## config.mk

```make
export PLATFORM = sky130hd
export DESIGN_NAME = pingPongTest
export DESIGN_NICKNAME = d
export VERILOG_FILES = /design/src/source/pingPongPkg.sv /design/src/source/rdReqIf.sv /design/src/source/lineWriter.sv /design/src/source/notifyWait.sv /design/src/source/lineReader.sv /design/src/source/rspChecker.sv /design/src/source/pingPongTest.sv
export SDC_FILE = /design/constraint.sdc
export NUM_CORES = 1
export LEC_CHECK = 0
export ABC_AREA = 1
export ABC_CLOCK_PERIOD_IN_PS = 7150
export BUFFER_PORTS_ARGS = -buffer_cell sky130_fd_sc_hd__buf_2
export CORE_AREA = 10 10 466 468
export CTS_CLUSTER_SIZE = 24
export DETAILED_ROUTE_END_ITERATION = 16
export DIE_AREA = 0 0 476 478
export PLACE_DENSITY_LB_ADDON = 0.3
export RECOVER_POWER = 100
export SYNTH_ARGS = -nofsm -noshare
export SYNTH_HDL_FRONTEND = slang
export SYNTH_SLANG_ARGS = --single-unit
```

## constraint.sdc

```tcl
create_clock -name Clk_400 -period 7.15 [get_ports Clk_400]
set_input_delay 0.3575 -clock Clk_400 [delete_from_list [all_inputs] [get_ports Clk_400]]
set_output_delay 0.3575 -clock Clk_400 [all_outputs]
set_load 0.005 [all_outputs]
```

## src/source/pingPongPkg.sv

```systemverilog
`default_nettype none

package pingPongPkg;

   // ********************
   // line and tag types
   // ********************
   typedef logic [511:0] cacheLineT;   // one cache line
   typedef logic [15:0]  tagT;         // bit 15 set on reads

   // notification method, from testCfg[7:6]
   typedef enum logic [1:0]
   {
      notifyPoll = 2'd0,   // poll the flag line
      notifyCsr  = 2'd1    // host CSR write strobe
   } notifyModeT;

   // ********************
   // state encodings
   // ********************
   typedef enum logic [2:0]
   {
      wrWaitS  = 3'd0,   // idle until go
      wrWriteS = 3'd1,   // stream payload lines
      wrFenceS = 3'd2,   // write fence
      wrFlagS  = 3'd3,   // flag line to host
      wrDoneS  = 3'd4
   } wrStateT;

   typedef enum logic [1:0]
   {
      rdWaitS  = 2'd0,   // poll reads pass through here
      rdReadS  = 2'd1,
      rdDrainS = 2'd2,   // all issued, wait on responses
      rdDoneS  = 2'd3
   } rdStateT;

   typedef enum logic [1:0]
   {
      pollWaitS = 2'd0,
      pollReadS = 2'd1,
      pollRespS = 2'd2,
      pollDoneS = 2'd3
   } pollStateT;

   // ********************
   // line constants
   // ********************
   localparam cacheLineT   PAYLOAD_FILL = {16{32'h0000_0001}};
   localparam cacheLineT   FLAG_LINE    = {{448{1'b0}}, {64{1'b1}}};
   localparam logic [31:0] FLAG_WORD    = 32'hffff_ffff;   // expected in bits 63:32

endpackage

`default_nettype wire

```

## src/source/rdReqIf.sv

```systemverilog
`timescale 1ns/100ps
`default_nettype none

// one read request lane, notifyWait -> lineReader
interface rdReqIf
   import pingPongPkg::*;
#(
   parameter int ADDR_LMT = 20
);

   logic                en;     // request pending
   logic [ADDR_LMT-1:0] addr;
   tagT                 tag;
   logic                sent;   // accepted this cycle

   // held steady until sent
   modport requester
   (
      output en,
      output addr,
      output tag,
      input  sent
   );

   modport arbiter
   (
      input  en,
      input  addr,
      input  tag,
      output sent
   );

endinterface

`default_nettype wire

```

## src/source/lineWriter.sv

```systemverilog
`timescale 1ns/100ps
`default_nettype none

module lineWriter
   import pingPongPkg::*;
#(
   parameter int ADDR_LMT = 20,
   parameter int MDATA    = 14
)
(
   input  logic                Clk_400,
   input  logic                rstN,
   input  logic                go,
   input  logic [31:0]         numLines,
   input  logic                wrSent,
   output logic [ADDR_LMT-1:0] wrAddr,
   output tagT                 wrTag,
   output cacheLineT           wrData,
   output logic                wrFence,
   output logic                wrEn,
   output logic                wrDone
);

   wrStateT     wrState;
   logic [31:0] lineCnt;   // 1-based number of the line on the bus
   logic [16:0] addrLow;   // address merged into the payload

   assign addrLow = 17'(wrAddr);

   // flag line replaces the payload in the flag state
   assign wrData = (wrState == wrFlagS) ? FLAG_LINE : {PAYLOAD_FILL[511:17], addrLow};
   assign wrTag  = {1'b0, {(16-MDATA){1'b0}}, wrAddr[MDATA-2:0]};   // write tag

   assign wrEn    = (wrState == wrWriteS) || (wrState == wrFlagS);
   assign wrFence = (wrState == wrFenceS);
   assign wrDone  = (wrState == wrDoneS);

   // ********************
   // write FSM
   // ********************
   always_ff @(posedge Clk_400)
   begin
      if (!rstN)
      begin
         wrState <= wrWaitS;
         wrAddr  <= '0;
         lineCnt <= 32'd1;
      end
      else
      begin
         case (wrState)
            wrWaitS:
            begin
               wrAddr  <= '0;
               lineCnt <= 32'd1;
               if (go)
               begin
                  if (numLines != 32'd0)
                     wrState <= wrWriteS;
                  else
                     wrState <= wrFlagS;   // nothing to write, flag at address 0
               end
            end

            wrWriteS:
            begin
               if (wrSent)   // count only accepted lines
               begin
                  wrAddr  <= wrAddr + 1'b1;
                  lineCnt <= lineCnt + 32'd1;
                  if (lineCnt == numLines)
                     wrState <= wrFenceS;
               end
            end

            wrFenceS:
            begin
               if (wrSent)
                  wrState <= wrFlagS;   // wrAddr already at N
            end

            wrFlagS:
            begin
               if (wrSent)
                  wrState <= wrDoneS;
            end

            default:   // done, held until reset
            begin
               wrState <= wrState;
            end
         endcase
      end
   end

endmodule

`default_nettype wire

```

## src/source/notifyWait.sv

```systemverilog
`timescale 1ns/100ps
`default_nettype none

module notifyWait
   import pingPongPkg::*;
#(
   parameter int ADDR_LMT = 20,
   parameter int MDATA    = 14
)
(
   input  logic        Clk_400,
   input  logic        rstN,
   input  logic [7:0]  testCfg,
   input  logic [31:0] numLines,
   input  logic        wrDone,
   input  logic        csrWrite,
   input  logic        flagSeen,
   input  logic        pollRspValid,
   rdReqIf.requester   pollReq,
   output logic        rdGo
);

   notifyModeT          mode;
   pollStateT           pollState;
   logic [ADDR_LMT-1:0] pollAddr;   // flag line sits right after the payload
   logic                pollHit;

   // 2 and 3 fall back to CSR
   assign mode = (testCfg[7:6] == 2'd0) ? notifyPoll : notifyCsr;

   assign pollAddr = numLines[ADDR_LMT-1:0];
   assign pollHit  = (pollState == pollRespS) && pollRspValid && flagSeen;

   // one-line poll read
   assign pollReq.en   = (pollState == pollReadS);
   assign pollReq.addr = pollAddr;
   assign pollReq.tag  = {1'b1, {(16-MDATA){1'b0}}, pollAddr[MDATA-2:0]};

   // ********************
   // poll FSM and go
   // ********************
   always_ff @(posedge Clk_400)
   begin
      if (!rstN)
      begin
         pollState <= pollWaitS;
         rdGo      <= 1'b0;
      end
      else
      begin
         // csr strobe only counts once the flag line is out
         if (mode == notifyPoll)
            rdGo <= pollHit;
         else
            rdGo <= csrWrite && wrDone;

         case (pollState)
            pollWaitS:
            begin
               if ((mode == notifyPoll) && wrDone)
                  pollState <= pollReadS;
            end

            pollReadS:
            begin
               if (pollReq.sent)
                  pollState <= pollRespS;
            end

            pollRespS:
            begin
               if (pollRspValid)
               begin
                  if (flagSeen)
                     pollState <= pollDoneS;
                  else
                     pollState <= pollReadS;   // host not ready, poll again
               end
            end

            default:
            begin
               pollState <= pollState;
            end
         endcase
      end
   end

endmodule

`default_nettype wire

```

## src/source/lineReader.sv

```systemverilog
`timescale 1ns/100ps
`default_nettype none

module lineReader
   import pingPongPkg::*;
#(
   parameter int ADDR_LMT = 20,
   parameter int MDATA    = 14
)
(
   input  logic                Clk_400,
   input  logic                rstN,
   input  logic [31:0]         numLines,
   input  logic                rdGo,
   input  logic                rdSent,
   input  logic                allRsp,
   rdReqIf.arbiter             pollReq,
   output logic [ADDR_LMT-1:0] rdAddr,
   output tagT                 rdTag,
   output logic                rdEn,
   output logic                checkEn,
   output logic                rdDone
);

   rdStateT             rdState;
   logic [ADDR_LMT-1:0] payAddr;   // next payload line
   logic [31:0]         reqCnt;    // 1-based request number
   tagT                 payTag;

   assign payTag = {1'b1, {(16-MDATA){1'b0}}, payAddr[MDATA-2:0]};

   // ********************
   // read port mux
   // ********************
   always_comb
   begin
      if (rdState == rdWaitS)   // poll reads own the port while idle
      begin
         rdEn   = pollReq.en;
         rdAddr = pollReq.addr;
         rdTag  = pollReq.tag;
      end
      else
      begin
         rdEn   = (rdState == rdReadS);
         rdAddr = payAddr;
         rdTag  = payTag;
      end
   end

   assign pollReq.sent = (rdState == rdWaitS) && rdSent;

   assign checkEn = (rdState == rdReadS) || (rdState == rdDrainS);
   assign rdDone  = (rdState == rdDoneS);

   // ********************
   // payload read FSM
   // ********************
   always_ff @(posedge Clk_400)
   begin
      if (!rstN)
      begin
         rdState <= rdWaitS;
         payAddr <= '0;
         reqCnt  <= 32'd1;
      end
      else
      begin
         case (rdState)
            rdWaitS:
            begin
               payAddr <= '0;
               reqCnt  <= 32'd1;
               if (rdGo)
               begin
                  if (numLines != 32'd0)
                     rdState <= rdReadS;
                  else
                     rdState <= rdDoneS;   // empty run
               end
            end

            rdReadS:
            begin
               if (rdSent)
               begin
                  payAddr <= payAddr + 1'b1;
                  reqCnt  <= reqCnt + 32'd1;
                  if (reqCnt == numLines)   // last line issued
                     rdState <= rdDrainS;
               end
            end

            rdDrainS:
            begin
               if (allRsp)
                  rdState <= rdDoneS;
            end

            default:
            begin
               rdState <= rdState;
            end
         endcase
      end
   end

endmodule

`default_nettype wire

```

## src/source/rspChecker.sv

```systemverilog
`timescale 1ns/100ps
`default_nettype none

module rspChecker
   import pingPongPkg::*;
#(
   parameter int ADDR_LMT = 20
)
(
   input  logic                Clk_400,
   input  logic                rstN,
   input  logic [31:0]         numLines,
   input  logic                checkEn,
   input  logic                rdRspValid,
   input  logic [ADDR_LMT-1:0] rdRspAddr,
   input  cacheLineT           rdData,
   output logic                flagSeen,
   output logic                pollRspValid,
   output logic                allRsp,
   output logic                errorValid,
   output logic [63:0]         errorInfo
);

   logic [31:0] rspCnt;     // payload responses so far
   logic        rspValidQ;
   logic [15:0] rspAddrQ;
   logic [15:0] rspDataQ;
   logic [31:0] rspCntQ;
   logic        mismatch;

   // anything before payload checking starts is a poll answer
   assign pollRspValid = rdRspValid && !checkEn;
   assign flagSeen     = rdRspValid && (rdData[63:32] == FLAG_WORD);
   assign allRsp       = (rspCnt == numLines);

   assign mismatch = rspValidQ && (rspDataQ != rspAddrQ);

   always_ff @(posedge Clk_400)
   begin
      if (!rstN)
      begin
         rspCnt    <= 32'd0;
         rspValidQ <= 1'b0;
      end
      else
      begin
         if (rdRspValid && checkEn)
            rspCnt <= rspCnt + 32'd1;
         rspValidQ <= rdRspValid && checkEn;
      end
   end

   // ********************
   // data check pipe
   // ********************
   always_ff @(posedge Clk_400)
   begin
      rspAddrQ <= 16'(rdRspAddr);
      rspDataQ <= rdData[15:0];   // low bits hold the address
      rspCntQ  <= rspCnt;
   end

   // sticky error, first failure kept
   always_ff @(posedge Clk_400)
   begin
      if (!rstN)
         errorValid <= 1'b0;
      else if (mismatch)
         errorValid <= 1'b1;
   end

   always_ff @(posedge Clk_400)
   begin
      if (mismatch && !errorValid)
         errorInfo <= {rspCntQ, rspAddrQ, rspDataQ};   // count, addr, data
   end

endmodule

`default_nettype wire

```

## src/source/pingPongTest.sv

```systemverilog
`timescale 1ns/100ps
`default_nettype none

module pingPongTest
   import pingPongPkg::*;
#(
   parameter int ADDR_LMT = 20,
   parameter int MDATA    = 14
)
(
   input  logic                Clk_400,
   input  logic                rstN,
   input  logic                go,
   input  logic [31:0]         numLines,
   input  logic [7:0]          testCfg,
   input  logic                csrWrite,
   // write port
   output logic [ADDR_LMT-1:0] wrAddr,
   output tagT                 wrTag,
   output cacheLineT           wrData,
   output logic                wrFence,
   output logic                wrEn,
   input  logic                wrSent,
   // read port
   output logic [ADDR_LMT-1:0] rdAddr,
   output tagT                 rdTag,
   output logic                rdEn,
   input  logic                rdSent,
   // read responses
   input  logic                rdRspValid,
   input  logic [ADDR_LMT-1:0] rdRspAddr,
   input  cacheLineT           rdData,
   // status
   output logic                testCmp,
   output logic                errorValid,
   output logic [63:0]         errorInfo
);

   logic wrDone;
   logic rdGo;
   logic rdDone;
   logic flagSeen;
   logic pollRspValid;
   logic checkEn;
   logic allRsp;

   rdReqIf #(.ADDR_LMT(ADDR_LMT)) pollReq ();   // poll reads into the reader

   lineWriter #(.ADDR_LMT(ADDR_LMT), .MDATA(MDATA)) uWriter
   (
      .Clk_400, .rstN, .go, .numLines, .wrSent,
      .wrAddr, .wrTag, .wrData, .wrFence, .wrEn, .wrDone
   );

   notifyWait #(.ADDR_LMT(ADDR_LMT), .MDATA(MDATA)) uNotify
   (
      .Clk_400, .rstN, .testCfg, .numLines, .wrDone, .csrWrite,
      .flagSeen, .pollRspValid, .pollReq(pollReq.requester), .rdGo
   );

   lineReader #(.ADDR_LMT(ADDR_LMT), .MDATA(MDATA)) uReader
   (
      .Clk_400, .rstN, .numLines, .rdGo, .rdSent, .allRsp,
      .pollReq(pollReq.arbiter), .rdAddr, .rdTag, .rdEn, .checkEn, .rdDone
   );

   rspChecker #(.ADDR_LMT(ADDR_LMT)) uChecker
   (
      .Clk_400, .rstN, .numLines, .checkEn, .rdRspValid, .rdRspAddr, .rdData,
      .flagSeen, .pollRspValid, .allRsp, .errorValid, .errorInfo
   );

   // completion, held until reset
   always_ff @(posedge Clk_400)
   begin
      if (!rstN)
         testCmp <= 1'b0;
      else if (wrDone && rdDone)
         testCmp <= 1'b1;
   end

endmodule

`default_nettype wire

```

==> impl_metrics.yaml <==
timing:
  slew_violations: 256
  min_period_ns: 4.78
  hold_slack_ns: 0.192
  layout_setup_ws_ns: 2.37
  period_share: 0.669
  tightest_slew_ns: 2.75
  rsz0062_at_grt: "no"
  final.setup.tns_ns: 0
  finalSetupViolCount: 0
  relSlewSlack: -0.837
  hold_violations: 0
  fmax_mhz: 209
  worst_clock_skew_ns: 0.0262
die:
  num_io_pins: 1232
  start_util: 0.0805
  die_area_um2: 228000
  num_rows: 168
  die_w_um: 476
  core_area_um2: 208000
  die_y_um: 478
clock_tree:
  htreeDepth: 2
  clockBufferDepth: 3
  clock-root-buffer: "clkbuf_16"
  cts_tree: "done"
  cts_resized: 0
  clock_latency_ns: 0.56
  postCtsSetupRepairBufs: 0
  cts_buffers: 36
  numClockSinks: 275
  clk_pin_slew_ns: 0.06
power_and_ir_drop:
  p_leak_nw: 7.76
  p_sw_mw: 1.58
  seqPwrFrac: 0.383
  irDropWorstVdd_v: 0.000155
  netSwitchingFraction: 0.349
  combPwrFrac: 0.222
  p_per_area_nw_per_um2: 221
  clock_power_share: 0.395
  p_int_mw: 2.95
setup_path:
  crit_path_start: "uChecker.rspDataQ[6]"
  cp-end-kind: "register"
  reg2reg_to: "uChecker.errorInfo[59]"
  slowest_delay_ns: 2.01
  crit_path_start_kind: "register"
  r2r_cells: 8
  cp_data_arrival_time_ns: 4.93
  critPathKind: "register to register"
  cp_max_fo: 33
  timing.reg2reg.setup_slack_ns: 2.37
  crit_top_cell: "nand2_1"
  crit_chain: "inv_1 > or2_2 > nand3_1 > nor4_1 > nand2_1 > nand2_1 > nor2_1 > clkbuf_1"
  worstSetupEndpoint: "uChecker.errorInfo[59]"
  r2r-start: "uChecker.rspDataQ[6]"
  critical_path_required_ns: 7.29
  slowest_stage: "nor2_1"
cells_and_area:
  drive_gt1_frac: 0.0825
  design_area_um2: 20600
  final_nets: 3101
  final_cells: 5342
  syn_to_final_growth_pct: 22.6
logic_synthesis:
  yosysTopAreaCell: "dfxtp_1"
  synth-compound-area-share: 0.0759
  synthArstFlopShare: 0
  ys_warn_count: 0
  yosys.area_share.xor_xnor: 0.0193
  synth_fa_ha_area_frac: 0.0112
  synth.area.top_cells: "dfxtp_1 (25%), buf_4 (24%), edfxtp_1 (11%)"
  synth_top_family_by_area: "buffers and inverters"
  yosys.area.top_type_share: 0.252
  syn-mean-instance-area_um2: 7.53
  syn_inst: 2228
  synth-edff-count: 64
  synth_area_um2: 16800
  ys_ff_latch: 275
  synth_seq_area_share: 0.366
  synthSimpleGateAreaFrac: 0.230
  ys_types: 46
  ys.flop_type: "dfxtp_1"
  synth_mux_area_frac: 0
outcome:
  status: "finished, violations left"
  failed_checks: "max-capacitance violations, max-slew violations"
min_path:
  hold_path_class: "input port to register"
routing:
  ant_nets: 0
  route.detailed.drc: 0
  drtIter0Drc: 808
  drt_pass1_iterations: 5
  vias: 13733
  drt-wirelength-per-cell_um: 14.3
  wirelength_um: 76400
  avgViaCountPerCell: 2.57
global_routing:
  grt_pass1_vias: 14155
  grt_max_degree: 52
  track_usage: 0.0621
  grt.overflow.total: 0
  grt_pass1_wl_um: 103000
  antenna_found_initial: 28
placement:
  pre_cts_ws_ns: 3.50
  portBuffers: 316
  dpl.hpwl_um: 64400
  gp_congestion: 0.790
  dp_cells: 5242
  dpl_cell_area_um2: 19500
job:
  cap_violations: 7
[synthesized netlist by cell type (all sizes together), types with 3 or more instances]
cell	instances
edfxtp	64
nand2	454
clkbuf	20
ha	15
or2	9
buf	531
nor2	169
clkinv	3
nor3b	3
inv	243
nand3	83
o21ai	104
xor2	4
nor3	70
a211oi	4
nand4	64
and3	3
dfxtp	211
a31oi	4
a21oi	111
o21a	9
xnor2	33
nor4	5
[what timing repair did]
action,4_1_cts,5_1_grt
endpoints found under the setup margin,0,0
hold buffers,32,0
hold endpoints to repair,32,0
[area by class of cell]
| cell class | count | area, um^2 |
|---|---|---|
| multi-input cells | 1595 | 7150 |
| clock inverters | 19 | 159 |
| inverters | 246 | 925 |
| repair buffers | 353 | 1680 |
| diodes | 3 | 7.51 |
| flip-flops and latches | 275 | 6150 |
| fillers | 24404 | 188000 |
| clock buffers | 46 | 990 |
| well taps | 2805 | 3510 |
[flip-flops by register name, indices dropped and copies added, names as in the netlist]
signal and cells:
testCmp 1, uChecker.errorInfo 64, uChecker.errorValid 1, uChecker.rspAddrQ 16, uChecker.rspCnt 32, uChecker.rspCntQ 32
uChecker.rspDataQ 16, uChecker.rspValidQ 1, uNotify.pollState 2, uNotify.rdGo 1, uReader.payAddr 20, uReader.rdState 2
uReader.reqCnt 32, uWriter.lineCnt 32, uWriter.wrAddr 20, uWriter.wrState 3
[power groups by stage]
stage,Clock (mW),Sequential (mW),Combinational (mW)
after CTS,1.86,1.74,1.08
after floorplan,0,1.76,0.784
after global placement,0,1.77,1.07
final,1.79,1.74,1.01
after detailed placement,0,1.77,1.07
after global routing,1.92,1.75,1.15
[worst min-delay path by stage]
stage                     slack [ns]  cells past startpoint                 from              endpoint
final                           0.19                      4                   go    uWriter.wrState[1]
after global routing            0.19                      4                   go    uWriter.wrState[1]
after CTS                       0.16                      4                   go    uWriter.wrState[1]
after detailed placement        0.37                      0  uChecker.rspCnt[14]  uChecker.rspCntQ[14]
after global placement          0.37                      0  uChecker.rspCnt[29]  uChecker.rspCntQ[29]
after floorplan                 0.35                      0  uChecker.rspCnt[11]  uChecker.rspCntQ[11]
[worst max-delay path: cells and delay by family (launching register included)]
family,cells,cell delay (ns)
simple gates,6,2.55
buf+inv,2,1.44
flops,1,0.34
[cell usage in the layout, fill, tap and decap left out, drive strengths merged, types with 14 or more instances in the layout]
| cell | Yosys | layout |
|---|---|---|
| dlygate4sd3 | 0 | 32 |
| ha | 15 | 15 |
| conb | 2 | 441 |
| edfxtp | 64 | 64 |
| buf | 531 | 115 |
| o21ai | 104 | 104 |
| nor2 | 169 | 169 |
| a21oi | 111 | 111 |
| nand3 | 83 | 83 |
| nor3 | 70 | 70 |
| xnor2 | 33 | 33 |
| clkinv | 3 | 14 |
| clkbuf | 20 | 252 |
| nand2 | 454 | 454 |
| nand4 | 64 | 64 |
| inv | 243 | 246 |
| dfxtp | 211 | 211 |
[metal layers]
metal  GRT usage  up-vias  share of wire
li1            -     6725              -
met1      0.0786     6173           0.45
met2       0.105      729           0.46
met3      0.0165      104          0.074
met4      0.0133        2          0.021
met5           0        -        0.00017
[cell families after synthesis]
kind of cell / Yosys count
flops: 275
simple gates: 861
xor+xnor: 37
compound gates: 241
other cells: 2
fa+ha+maj: 15
buf+inv: 797
[metrics by stage]
| stage | power (mW) | utilization |
|---|---|---|
| 6_report | 4.54 | 0.0987 |
| 4_1_cts | 4.69 | 0.101 |
| 3_3_place_gp | 2.84 | 0.0937 |
| 3_5_place_dp | 2.84 | 0.0937 |
| 5_1_grt | 4.82 | 0.0987 |
| 2_1_floorplan | 2.54 | - |
Note: power is estimated with default switching activity, not from simulation.
